File: src/rob_pkg.sv
package rob_pkg;

    // default configuration
    parameter int ROB_SIZE_DEF = 16;
    parameter int WIDTH_DEF = 2;
    parameter int WB_PORTS_DEF = 2;
    parameter int ROB_IDX_W = $clog2(ROB_SIZE_DEF);

    // architectural register number
    typedef logic [4:0] arch_reg_t;

    // physical register number
    typedef logic [5:0] phys_reg_t;

    // exception cause
    typedef logic [3:0] exc_code_t;

    // all ones marks an entry that completed without a fault
    parameter exc_code_t EXC_NONE = 4'hf;

endpackage

File: src/rob_index_ctrl.sv
`timescale 1ns/10ps

module rob_index_ctrl #(
    parameter int ROB_SIZE = rob_pkg::ROB_SIZE_DEF,
    parameter int WIDTH = rob_pkg::WIDTH_DEF,
    localparam int IDX_W = $clog2(ROB_SIZE),
    localparam int CNT_W = $clog2(WIDTH) + 1
) (
    input  logic             clk,
    input  logic             rst,
    input  logic [WIDTH-1:0] alloc_valid,
    input  logic [CNT_W-1:0] commit_num,
    input  logic             flush,
    output logic [IDX_W-1:0] head,
    output logic             head_dir,
    output logic [IDX_W-1:0] tail,
    output logic             tail_dir,
    output logic [IDX_W:0]   valid_count,
    output logic             alloc_ready,
    output logic             alloc_fire
);

    // pointers carry the direction bit on top
    logic [IDX_W:0] head_ext;
    logic [IDX_W:0] tail_ext;
    logic [IDX_W:0] head_ext_n;
    logic [IDX_W:0] free_count;
    logic [CNT_W-1:0] alloc_num;
    logic [CNT_W-1:0] add_num;
    logic init_done;

    always_comb begin
        alloc_num = '0;
        for (int i = 0; i < WIDTH; i++) begin
            alloc_num = alloc_num + CNT_W'(alloc_valid[i]);
        end
    end

    assign free_count = (IDX_W + 1)'(ROB_SIZE) - valid_count;

    // no new entries while the buffer is being flushed
    assign alloc_ready = init_done & (free_count >= (IDX_W + 1)'(WIDTH)) & ~flush;
    assign alloc_fire = alloc_ready & (|alloc_valid);
    assign add_num = alloc_fire ? alloc_num : '0;

    assign head_ext_n = head_ext + (IDX_W + 1)'(commit_num);

    always_ff @(posedge clk or posedge rst) begin
        if (rst) begin
            head_ext <= '0;
            tail_ext <= '0;
            valid_count <= '0;
            init_done <= 1'b0;
        end else begin
            init_done <= 1'b1;
            head_ext <= head_ext_n;
            if (flush) begin
                // everything younger than the faulting entry is dropped
                tail_ext <= head_ext_n;
                valid_count <= '0;
            end else begin
                tail_ext <= tail_ext + (IDX_W + 1)'(add_num);
                valid_count <= valid_count + (IDX_W + 1)'(add_num)
                               - (IDX_W + 1)'(commit_num);
            end
        end
    end

    assign head = head_ext[IDX_W-1:0];
    assign head_dir = head_ext[IDX_W];
    assign tail = tail_ext[IDX_W-1:0];
    assign tail_dir = tail_ext[IDX_W];

endmodule

File: src/rob_status.sv
`timescale 1ns/10ps

module rob_status #(
    parameter int ROB_SIZE = rob_pkg::ROB_SIZE_DEF,
    parameter int WIDTH = rob_pkg::WIDTH_DEF,
    parameter int WB_PORTS = rob_pkg::WB_PORTS_DEF,
    localparam int IDX_W = $clog2(ROB_SIZE)
) (
    input  logic                                clk,
    input  logic                                rst,
    input  logic                                alloc_fire,
    input  logic [WIDTH-1:0]                    alloc_valid,
    input  logic [IDX_W-1:0]                    tail,
    input  logic [WB_PORTS-1:0]                 wb_en,
    input  logic [WB_PORTS-1:0][IDX_W-1:0]      wb_idx,
    input  rob_pkg::exc_code_t [WB_PORTS-1:0]   wb_exc,
    input  logic [IDX_W-1:0]                    head,
    output logic [WIDTH-1:0]                    head_done,
    output rob_pkg::exc_code_t [WIDTH-1:0]      head_exc
);

    logic [ROB_SIZE-1:0] done;
    rob_pkg::exc_code_t exc_mem [ROB_SIZE];

    // written-back flags
    always_ff @(posedge clk or posedge rst) begin
        if (rst) begin
            done <= '0;
        end else begin
            for (int i = 0; i < WIDTH; i++) begin
                if (alloc_fire && alloc_valid[i]) begin
                    done[tail + IDX_W'(i)] <= 1'b0;
                end
            end
            // writeback never targets a slot being allocated
            for (int p = 0; p < WB_PORTS; p++) begin
                if (wb_en[p]) begin
                    done[wb_idx[p]] <= 1'b1;
                end
            end
        end
    end

    always_ff @(posedge clk) begin
        for (int p = 0; p < WB_PORTS; p++) begin
            if (wb_en[p]) begin
                exc_mem[wb_idx[p]] <= wb_exc[p];
            end
        end
    end

    // read the oldest WIDTH slots
    for (genvar i = 0; i < WIDTH; i++) begin : g_head_rd
        logic [IDX_W-1:0] rd_idx;

        assign rd_idx = head + IDX_W'(i);
        assign head_done[i] = done[rd_idx];
        assign head_exc[i] = exc_mem[rd_idx];
    end

endmodule

File: src/rob_payload_ram.sv
`timescale 1ns/10ps

module rob_payload_ram #(
    parameter int ROB_SIZE = rob_pkg::ROB_SIZE_DEF,
    parameter int WIDTH = rob_pkg::WIDTH_DEF,
    localparam int IDX_W = $clog2(ROB_SIZE)
) (
    input  logic                              clk,
    input  logic                              rst,
    input  logic                              alloc_fire,
    input  logic [WIDTH-1:0]                  alloc_valid,
    input  logic [IDX_W-1:0]                  tail,
    input  logic [WIDTH-1:0]                  alloc_we,
    input  rob_pkg::arch_reg_t [WIDTH-1:0]    alloc_vrd,
    input  rob_pkg::phys_reg_t [WIDTH-1:0]    alloc_prd,
    input  rob_pkg::phys_reg_t [WIDTH-1:0]    alloc_old_prd,
    input  logic [IDX_W-1:0]                  head,
    output logic [WIDTH-1:0]                  head_we,
    output rob_pkg::arch_reg_t [WIDTH-1:0]    head_vrd,
    output rob_pkg::phys_reg_t [WIDTH-1:0]    head_prd,
    output rob_pkg::phys_reg_t [WIDTH-1:0]    head_old_prd
);

    logic [ROB_SIZE-1:0] we_mem;
    rob_pkg::arch_reg_t vrd_mem [ROB_SIZE];
    rob_pkg::phys_reg_t prd_mem [ROB_SIZE];
    rob_pkg::phys_reg_t old_prd_mem [ROB_SIZE];

    always_ff @(posedge clk or posedge rst) begin
        if (rst) begin
            we_mem <= '0;
        end else begin
            for (int i = 0; i < WIDTH; i++) begin
                if (alloc_fire && alloc_valid[i]) begin
                    we_mem[tail + IDX_W'(i)] <= alloc_we[i];
                end
            end
        end
    end

    always_ff @(posedge clk) begin
        for (int i = 0; i < WIDTH; i++) begin
            if (alloc_fire && alloc_valid[i]) begin
                vrd_mem[tail + IDX_W'(i)] <= alloc_vrd[i];
                prd_mem[tail + IDX_W'(i)] <= alloc_prd[i];
                old_prd_mem[tail + IDX_W'(i)] <= alloc_old_prd[i];
            end
        end
    end

    // zero-latency read ports
    for (genvar i = 0; i < WIDTH; i++) begin : g_head_rd
        logic [IDX_W-1:0] rd_idx;

        assign rd_idx = head + IDX_W'(i);
        assign head_we[i] = we_mem[rd_idx];
        assign head_vrd[i] = vrd_mem[rd_idx];
        assign head_prd[i] = prd_mem[rd_idx];
        assign head_old_prd[i] = old_prd_mem[rd_idx];
    end

endmodule

File: src/rob_commit_select.sv
`timescale 1ns/10ps

module rob_commit_select #(
    parameter int ROB_SIZE = rob_pkg::ROB_SIZE_DEF,
    parameter int WIDTH = rob_pkg::WIDTH_DEF,
    localparam int IDX_W = $clog2(ROB_SIZE),
    localparam int CNT_W = $clog2(WIDTH) + 1,
    localparam int LANE_W = (WIDTH > 1) ? $clog2(WIDTH) : 1
) (
    input  logic                              clk,
    input  logic                              rst,
    input  logic [IDX_W:0]                    valid_count,
    input  logic [IDX_W-1:0]                  head,
    input  logic                              head_dir,
    input  logic [WIDTH-1:0]                  head_done,
    input  rob_pkg::exc_code_t [WIDTH-1:0]    head_exc,
    input  logic [WIDTH-1:0]                  head_we,
    input  rob_pkg::arch_reg_t [WIDTH-1:0]    head_vrd,
    input  rob_pkg::phys_reg_t [WIDTH-1:0]    head_prd,
    input  rob_pkg::phys_reg_t [WIDTH-1:0]    head_old_prd,
    output logic [CNT_W-1:0]                  commit_num,
    output logic                              flush,
    output logic [WIDTH-1:0]                  commit_en,
    output logic [WIDTH-1:0]                  commit_we,
    output rob_pkg::arch_reg_t [WIDTH-1:0]    commit_vrd,
    output rob_pkg::phys_reg_t [WIDTH-1:0]    commit_prd,
    output rob_pkg::phys_reg_t [WIDTH-1:0]    commit_old_prd,
    output logic                              exc_valid,
    output logic [IDX_W:0]                    exc_idx,
    output rob_pkg::exc_code_t                exc_code
);

    logic [WIDTH-1:0] commit_mask;
    logic [WIDTH-1:0] lane_exc;
    logic [LANE_W-1:0] exc_lane;
    logic blocked;
    logic flush_q;

    for (genvar i = 0; i < WIDTH; i++) begin : g_exc
        assign lane_exc[i] = head_exc[i] != rob_pkg::EXC_NONE;
    end

    // in-order prefix of finished entries, cut after the first fault
    always_comb begin
        blocked = flush_q;
        commit_mask = '0;
        commit_num = '0;
        exc_lane = '0;
        flush = 1'b0;
        for (int i = 0; i < WIDTH; i++) begin
            if (!blocked && (valid_count > (IDX_W + 1)'(i)) && head_done[i]) begin
                commit_mask[i] = 1'b1;
                commit_num = commit_num + 1'b1;
                if (lane_exc[i]) begin
                    flush = 1'b1;
                    exc_lane = LANE_W'(i);
                    blocked = 1'b1;
                end
            end else begin
                blocked = 1'b1;
            end
        end
    end

    always_ff @(posedge clk or posedge rst) begin
        if (rst) begin
            commit_en <= '0;
            exc_valid <= 1'b0;
            flush_q <= 1'b0;
        end else begin
            commit_en <= commit_mask;
            exc_valid <= flush;
            flush_q <= flush;
        end
    end

    always_ff @(posedge clk) begin
        // faulting entry keeps its mapping, no register write
        commit_we <= head_we & ~lane_exc;
        commit_vrd <= head_vrd;
        commit_prd <= head_prd;
        commit_old_prd <= head_old_prd;
        exc_idx <= {head_dir, head} + (IDX_W + 1)'(exc_lane);
        exc_code <= head_exc[exc_lane];
    end

endmodule

File: src/rob_top.sv
`timescale 1ns/10ps

module rob_top #(
    parameter int ROB_SIZE = rob_pkg::ROB_SIZE_DEF,
    parameter int WIDTH = rob_pkg::WIDTH_DEF,
    parameter int WB_PORTS = rob_pkg::WB_PORTS_DEF,
    localparam int IDX_W = $clog2(ROB_SIZE),
    localparam int CNT_W = $clog2(WIDTH) + 1
) (
    input  logic                                clk,
    input  logic                                rst,
    // rename side
    input  logic [WIDTH-1:0]                    alloc_valid,
    input  logic [WIDTH-1:0]                    alloc_we,
    input  rob_pkg::arch_reg_t [WIDTH-1:0]      alloc_vrd,
    input  rob_pkg::phys_reg_t [WIDTH-1:0]      alloc_prd,
    input  rob_pkg::phys_reg_t [WIDTH-1:0]      alloc_old_prd,
    output logic                                alloc_ready,
    output logic [IDX_W:0]                      alloc_idx,
    // execution writeback
    input  logic [WB_PORTS-1:0]                 wb_en,
    input  logic [WB_PORTS-1:0][IDX_W-1:0]      wb_idx,
    input  rob_pkg::exc_code_t [WB_PORTS-1:0]   wb_exc,
    // retirement
    output logic [WIDTH-1:0]                    commit_en,
    output logic [WIDTH-1:0]                    commit_we,
    output rob_pkg::arch_reg_t [WIDTH-1:0]      commit_vrd,
    output rob_pkg::phys_reg_t [WIDTH-1:0]      commit_prd,
    output rob_pkg::phys_reg_t [WIDTH-1:0]      commit_old_prd,
    output logic                                exc_valid,
    output logic [IDX_W:0]                      exc_idx,
    output rob_pkg::exc_code_t                  exc_code
);

    logic [IDX_W-1:0] head;
    logic head_dir;
    logic [IDX_W-1:0] tail;
    logic tail_dir;
    logic [IDX_W:0] valid_count;
    logic alloc_fire;
    logic [CNT_W-1:0] commit_num;
    logic flush;
    logic [WIDTH-1:0] head_done;
    rob_pkg::exc_code_t [WIDTH-1:0] head_exc;
    logic [WIDTH-1:0] head_we;
    rob_pkg::arch_reg_t [WIDTH-1:0] head_vrd;
    rob_pkg::phys_reg_t [WIDTH-1:0] head_prd;
    rob_pkg::phys_reg_t [WIDTH-1:0] head_old_prd;

    assign alloc_idx = {tail_dir, tail};

    rob_index_ctrl #(
        .ROB_SIZE(ROB_SIZE),
        .WIDTH(WIDTH)
    ) u_index_ctrl (
        .clk(clk),
        .rst(rst),
        .alloc_valid(alloc_valid),
        .commit_num(commit_num),
        .flush(flush),
        .head(head),
        .head_dir(head_dir),
        .tail(tail),
        .tail_dir(tail_dir),
        .valid_count(valid_count),
        .alloc_ready(alloc_ready),
        .alloc_fire(alloc_fire)
    );

    rob_status #(
        .ROB_SIZE(ROB_SIZE),
        .WIDTH(WIDTH),
        .WB_PORTS(WB_PORTS)
    ) u_status (
        .clk(clk),
        .rst(rst),
        .alloc_fire(alloc_fire),
        .alloc_valid(alloc_valid),
        .tail(tail),
        .wb_en(wb_en),
        .wb_idx(wb_idx),
        .wb_exc(wb_exc),
        .head(head),
        .head_done(head_done),
        .head_exc(head_exc)
    );

    rob_payload_ram #(
        .ROB_SIZE(ROB_SIZE),
        .WIDTH(WIDTH)
    ) u_payload_ram (
        .clk(clk),
        .rst(rst),
        .alloc_fire(alloc_fire),
        .alloc_valid(alloc_valid),
        .tail(tail),
        .alloc_we(alloc_we),
        .alloc_vrd(alloc_vrd),
        .alloc_prd(alloc_prd),
        .alloc_old_prd(alloc_old_prd),
        .head(head),
        .head_we(head_we),
        .head_vrd(head_vrd),
        .head_prd(head_prd),
        .head_old_prd(head_old_prd)
    );

    rob_commit_select #(
        .ROB_SIZE(ROB_SIZE),
        .WIDTH(WIDTH)
    ) u_commit_select (
        .clk(clk),
        .rst(rst),
        .valid_count(valid_count),
        .head(head),
        .head_dir(head_dir),
        .head_done(head_done),
        .head_exc(head_exc),
        .head_we(head_we),
        .head_vrd(head_vrd),
        .head_prd(head_prd),
        .head_old_prd(head_old_prd),
        .commit_num(commit_num),
        .flush(flush),
        .commit_en(commit_en),
        .commit_we(commit_we),
        .commit_vrd(commit_vrd),
        .commit_prd(commit_prd),
        .commit_old_prd(commit_old_prd),
        .exc_valid(exc_valid),
        .exc_idx(exc_idx),
        .exc_code(exc_code)
    );

endmodule

File: config.mk
export PLATFORM = sky130hd
export DESIGN_NAME = rob_top
export DESIGN_NICKNAME = d
export VERILOG_FILES = /design/src/rob_pkg.sv /design/src/rob_index_ctrl.sv /design/src/rob_status.sv /design/src/rob_payload_ram.sv /design/src/rob_commit_select.sv /design/src/rob_top.sv
export SDC_FILE = /design/constraint.sdc
export NUM_CORES = 1
export LEC_CHECK = 0
export BUFFER_PORTS_ARGS = -buffer_cell sky130_fd_sc_hd__buf_2
export CAP_MARGIN = 40
export CORE_ASPECT_RATIO = 1.1
export CORE_MARGIN = 8
export CORE_UTILIZATION = 63
export DETAILED_ROUTE_END_ITERATION = 6
export GPL_ROUTABILITY_DRIVEN = 0
export PLACE_DENSITY = 0.81
export SLEW_MARGIN = 20
export SYNTH_ARGS = -nofsm -noshare
export SYNTH_HDL_FRONTEND = slang
export SYNTH_SLANG_ARGS = --single-unit
export TNS_END_PERCENT = 100
File: constraint.sdc
create_clock -name clk -period 6.41 [get_ports clk]
set_input_delay 0 -clock clk [delete_from_list [all_inputs] [get_ports clk]]
set_output_delay 0 -clock clk [all_outputs]
set_load 0.02 [all_outputs]
### Word level (Yosys, flattened, before mapping)

Memories as Yosys holds them, arrays and structs flattened. A register that Yosys moved wholly into a read port is not among the register bits.
Cells that the tools add are included.

| storage, ports and cells | value |
|---|---|
| flip-flop bits (word level) | 62 |
| latch bits | 0 |
| memory bits (writable) | 336 |
| ROM bits | 0 |
| input port bits | 58 |
| output and inout bits | 54 |
| logic and storage cells | 115 |
| memories | 4 |

Memory list:

| memory | depth | bits a word | rd ports | clocked after memory_dff | write ports | line | text |
|---|---|---|---|---|---|---|---|
| u_payload_ram.old_prd_mem | 16 | 6 | 2 | 2 | 2 | rob_payload_ram.sv:27 | `rob_pkg::phys_reg_t old_prd_mem [ROB_SIZE];` |
| u_payload_ram.prd_mem | 16 | 6 | 2 | 2 | 2 | rob_payload_ram.sv:26 | `rob_pkg::phys_reg_t prd_mem [ROB_SIZE];` |
| u_payload_ram.vrd_mem | 16 | 5 | 2 | 2 | 2 | rob_payload_ram.sv:25 | `rob_pkg::arch_reg_t vrd_mem [ROB_SIZE];` |
| u_status.exc_mem | 16 | 4 | 2 | 0 | 2 | rob_status.sv:23 | `rob_pkg::exc_code_t exc_mem [ROB_SIZE];` |

| cells by class | value |
|---|---|
| add/sub/neg operators | 10 |
| multipliers | 0 |
| divide/modulo/power cells | 0 |
| order comparisons | 14 |
| eq/ne operators | 2 |
| shift-type cells | 0 |
| mux-type cells | 49 |
| bitwise operators | 12 |
| reductions and logical operators | 13 |

Operator list:

| operator | number |
|---|---|
| 2-to-1 mux 16 bit | 6 |
| AND 16 bit | 2 |
| bitwise mux 16 bit | 2 |
| inverter 16 bit | 2 |
| OR 16 bit | 2 |
| < comparator 4 x 5 -> 1 bit, second input constant | 6 |
| 2-to-1 mux 1 bit | 27 |
| binary-select mux 1 bit (select 4 bit) | 4 |
| demux 1 bit (select 4 bit) | 4 |
| greater-or-equal comparator 4 x 1 -> 1 bit, second input constant | 4 |
| adder 5 x 2 -> 5 bit | 3 |
| > comparator 5 x 1 -> 1 bit, second input constant | 2 |
| logical AND 1 bit | 10 |
| 2-to-1 mux 5 bit | 2 |
| adder 4 x 1 -> 4 bit, second input constant | 2 |
| 2-to-1 mux 4 bit | 2 |
| != test 4 bit, second input constant | 2 |
| adder 5 x 1 -> 5 bit | 1 |
| greater-or-equal comparator 5 x 2 -> 1 bit, second input constant | 1 |
| subtractor 5 x 2 -> 5 bit | 1 |
| subtractor 5 bit, first input constant | 1 |
| 2-to-1 mux 2 bit | 2 |
| AND 1 bit | 3 |
| adder 1 x 1 -> 2 bit | 1 |
| other kinds (7) | 8 |

### Longest topological paths before layout

| depth | value |
|---|---|
| depth in word-level cells | 19 |
| gate-level depth with buffers | 23 |
| gate-level depth less buffers | 19 |

### By module

A second synthesis with hierarchy kept.

| unflattened totals | value |
|---|---|
| cell total of the unflattened synthesis | 1697 |
| area total of the unflattened synthesis | 24837.6 sq um |

Modules (own cells, without submodules):

| module | instances | cells each | area each (sq um) | sequential area each (sq um) |
|---|---|---|---|---|
| rob_payload_ram | 1 | 1102 | 17473.0 | 8568.2 |
| rob_status | 1 | 414 | 5067.4 | 2322.2 |
| rob_commit_select | 1 | 78 | 1227.4 | 975.9 |
| rob_index_ctrl | 1 | 102 | 1062.3 | 400.4 |
| rob_top | 1 | 1 | 7.5 | 0.0 |

### Least setup slack after synthesis

Ideal clock, no wire load.

| path | value |
|---|---|
| path type | register to register |
| start point | reg u_index_ctrl.head_ext[0] |
| end point | reg u_payload_ram.we_mem[15] |
| library setup time | 0.246 ns |
| data arrival time | 5.104 ns |
| required time | 6.164 ns |
| slack | 1.060 ns |
| cell stages (with the launch flop) | 14 |
| path buffers | 5 |
| period minus slack after synthesis | 5.350 ns |
| cells stage by stage | dfrtp_1 ha_1 buf_2 buf_2 buf_1 mux4_2 nor4_1 mux2i_1 nand4b_1 inv_2 buf_6 buf_2 nor4b_1 o32ai_1 |

| on the way | value |
|---|---|
| longest elaborated chain between the ends | 15 |
| elaborated cells between the ends (all ways) | 26 |
| those cells by class | 1 x add/sub; 2 x eq/ne; 13 x mux; 3 x bitwise; 6 x reduce/logical; 1 x memory |

Ends and longest elaborated chain:

| element | line | text |
|---|---|---|
| start, declared | rob_index_ctrl.sv:24 | `logic [IDX_W:0] head_ext;` |
| start signal, assigned | rob_index_ctrl.sv:56 | `head_ext <= head_ext_n;` |
| parallel branches: the longest is 7 deep, another holds adder 4 x 1 -> 4 bit | n/a |  |
| 2-to-1 mux 1 bit (*) | rob_commit_select.sv:51 | `if (!blocked && (valid_count > (IDX_W + 1)'(i)) && head_done[i]) begin` |
| inverter 1 bit (*) | rob_index_ctrl.sv:42 | `assign alloc_ready = init_done & (free_count >= (IDX_W + 1)'(WIDTH)) & ~flush;` |
| AND 1 bit (*) | rob_index_ctrl.sv:42 |  |
| AND 1 bit (*) | rob_index_ctrl.sv:43 | `assign alloc_fire = alloc_ready & (\|alloc_valid);` |
| logical AND 1 bit | rob_payload_ram.sv:34 | `if (alloc_fire && alloc_valid[i]) begin` |
| 2-to-1 mux 16 bit | rob_payload_ram.sv:34 |  |
| bitwise mux 16 bit | rob_payload_ram.sv:35 | `we_mem[tail + IDX_W'(i)] <= alloc_we[i];` |
| 2-to-1 mux 16 bit (*) | rob_payload_ram.sv:34 |  |
| end signal, assigned by index | rob_payload_ram.sv:35 |  |
| end, declared | rob_payload_ram.sv:24 | `logic [ROB_SIZE-1:0] we_mem;` |

Every way passes the cells marked *. The select of a mux whose other input is x is not followed.

==> summary.txt <==
hold violation total from the final report: 0
static leakage power: 9.650 nW
vias per inst: 7.090
DP Cell Count: 2048
# nets final: 1749
multi-input logic area: 0.01149 mm²
Worst Path Arrival: 6400 ps
Max IR drop VDD: 437.6 µV
register area: 0.01228 mm²
share of layout cells above drive strength 1: 49.21%
H-tree Lvls: 2
slowest CP cell: dfrtp_4
Root Driver: clkbuf_16
Pre-antenna DRT Iters: 7
Worst-Margin Slew: 832.6 ps
routed via count: 15600
most frequent CP cell: buf_4
Mapped Cells: 1510
clock skew: 12.55 ps
I/O Buffers: 111
hpwl dp: 42670 µm
drc violations: 0
die height: 222.8 µm
standard-cell rows: 75
Synthesized Nets: 1594
final worst slack: 346.9 ps
Critical Path, Cell by Cell: buf_12 > mux2i_1 > a2111oi_0 > nand3_1 > a221oi_1 > nand4b_1 > inv_2 > buf_16 > buf_4 > nor3_4 > buf_4 > mux2_1 > dlygate4sd3_1
predominant post-synthesis flop cell: edfxtp_1
post-synth top area cell: edfxtp_1
initial antenna violation count: 0
max_cap viols: 0
ranking of synthesized cells by area: edfxtp_1 41%, mux4_2 19%, mux2_2 15%, dfrtp_1 5.2%, dfxtp_1 3.7%
post-synthesis sequential area ratio: 50.09%
CTS Hold Buffers Added: 65
global route overflow: 0
post-route insts no fill: 2201
Worst setup EP type: flip-flop
# resized after CTS: 0
io pins: 112
Post-DRT Antenna Nets: 0
commonest cells in the netlist: 336 x edfxtp_1, 332 x mux2_2, 204 x mux4_2
largest net degree at the start of global routing: 124
Slew Viols, Final: 0
pre-CTS WS: 789.7 ps
Slew HR: 44.44%
clock sink total: 432
Hold Crit Class: input pin to flip-flop
WL final: 67260 µm
crit path launch type: flip-flop
async set or reset register ratio after synthesis: 11.81%
unrepaired setup endpoints after global routing: no
most numerous cell in the Yosys netlist: edfxtp_1
status: finished, final reports clean
CTS Buf Count: 45
# setup viols final: 0
data required time at the worst endpoint: 6740 ps
#FFs+latches synth: 432
DIE AREA: 0.04544 mm²
Syn Area/Cell: 16.22 µm²
Post-synth EDFFs: 336
Setup CP Type: flip-flop to flip-flop
P&R area growth vs syn: 13.41%
Worst-Skew Late Latency: 590 ps
crit path max fanout: 123
Final Cycle Share: 94.59%
Clock transition at path regs: 60 ps
Fillers: 2333
setup TNS: 0 ps
number of setup buffers added after CTS: 0
Die W: 204.0 µm
Starting Density: 63.96%
global-route wire length before repair: 101500 µm
top cell type's share of synthesized area: 41.20%
Final min period: 6063 ps
vias in the first global route: 16330
wire per inst: 30.56 µm
Iteration-0 DRC Markers: 1598
Worst path max stage delay: 910 ps
Synth warnings: 0
GRT Util Overall: 29.63%
Max clock buf depth: 3
P per Cell Area: 444.2 mW/mm²
CTS tree: done
n_diodes: 0
maximum achievable frequency: 164.9 MHz
Syn Std Cell Area: 0.02449 mm²
synth unique cells: 69
core footprint: 0.03829 mm²
==> worst max-delay path: cells and delay by family (launching register included) <==
kind	cells	cell delay [ps]
AO/OA/AOI/OAI	2	890
buffers and inverters	6	2590
flip-flops	1	910
multiplexers	2	570
AND/OR/NAND/NOR	3	770
==> kinds of logic (layout without fill, tap and decap cells) <==
group,count (synthesis),after routing,synth area share [%]
AO/OA/AOI/OAI,100,100,2.892
other,1,1,0.01531
flip-flops,432,432,50.09
buffers and inverters,170,361,3.362
multiplexers,588,588,36.81
adder cells (fa/ha/maj),26,26,1.451
XOR/XNOR,14,14,0.5314
AND/OR/NAND/NOR,179,179,4.848
==> where the power goes <==
| part | internal (W) | total (W) | leakage, nW | switching (W) |
|---|---|---|---|---|
| logic | 0.00280 | 0.00577 | 4.92 | 0.00297 |
| clock network | 0.00152 | 0.00264 | 0.734 | 0.00111 |
| registers | 0.00350 | 0.00393 | 3.99 | 0.000429 |
| total | 0.00782 | 0.0123 | 9.65 | 0.00451 |
==> registers in the layout (all words and copies together) (netlist names), 10 cells and up <==
signal and count:
u_payload_ram.old_prd_mem 96, u_payload_ram.vrd_mem 80, u_payload_ram.prd_mem 96, u_status.done 16, u_commit_select.commit_prd 12, u_payload_ram.we_mem 16
u_commit_select.commit_old_prd 12, u_status.exc_mem 64, u_commit_select.commit_vrd 10
==> stage by stage <==
stage | power [W] | hold slack, ps | area (µm²) | utilization [%]
after floorplan | 0.008119 | 200.9 | 24490 | -
after global placement | 0.009523 | 210.5 | 25510 | 66.62
after detailed placement | 0.009662 | 222.1 | 25580 | 66.82
after CTS | 0.01232 | 1.494 | 27710 | 72.36
after global routing | 0.01282 | 4.261 | 27770 | 72.54
final | 0.01234 | 12.04 | 27770 | 72.54
==> final cells by class <==
| cell class | instances | share of cell area, % |
|---|---|---|
| multi-input combinational | 908 | 41.37 |
| clock buffer | 66 | 4.789 |
| timing repair buffer | 244 | 6.411 |
| inverter | 34 | 0.4595 |
| sequential | 432 | 44.20 |
| tap | 500 | 2.252 |
| clock inverter | 17 | 0.5136 |
==> cells in the final DEF, fill, tap and decap left out, types with 11 or more instances in the layout <==
cell type	netlist	routed
mux2i_1	34	34
clkinv_2	0	11
o21ai_0	13	13
dfxtp_1	45	45
inv_1	33	32
nand2b_1	13	13
buf_4	6	52
mux4_2	204	204
buf_2	15	117
a21oi_1	16	16
dlygate4sd3_1	0	65
mux2_2	332	332
edfxtp_1	336	336
nor2_1	35	33
nand2_1	34	34
clkbuf_16	0	49
dfrtp_1	51	47
ha_1	22	21
clkbuf_1	65	13
nand3_1	15	15
==> per-layer routing <==
metal	GRT usage, %	routed length, µm
met5	0	0
met4	12.92	3188
met1	38.33	24330
met2	47.15	32830
met3	7.423	6906
==> final timing paths <==
kind,slack [ps],to,start,cells past startpoint
max,350,u_payload_ram.prd_mem[4][4],u_index_ctrl.head_ext[0],13
min,10,u_payload_ram.prd_mem[7][5],alloc_prd[11],2
max reg2reg,350,u_payload_ram.prd_mem[4][4],u_index_ctrl.head_ext[0],13
min reg2reg,490,u_commit_select.exc_idx[4],u_index_ctrl.head_ext[4],1
max in group asynchronous,5740,u_index_ctrl.head_ext[1],rst,4
min in group asynchronous,160,u_payload_ram.we_mem[8],rst,4
(Power assumes the default switching activity.)
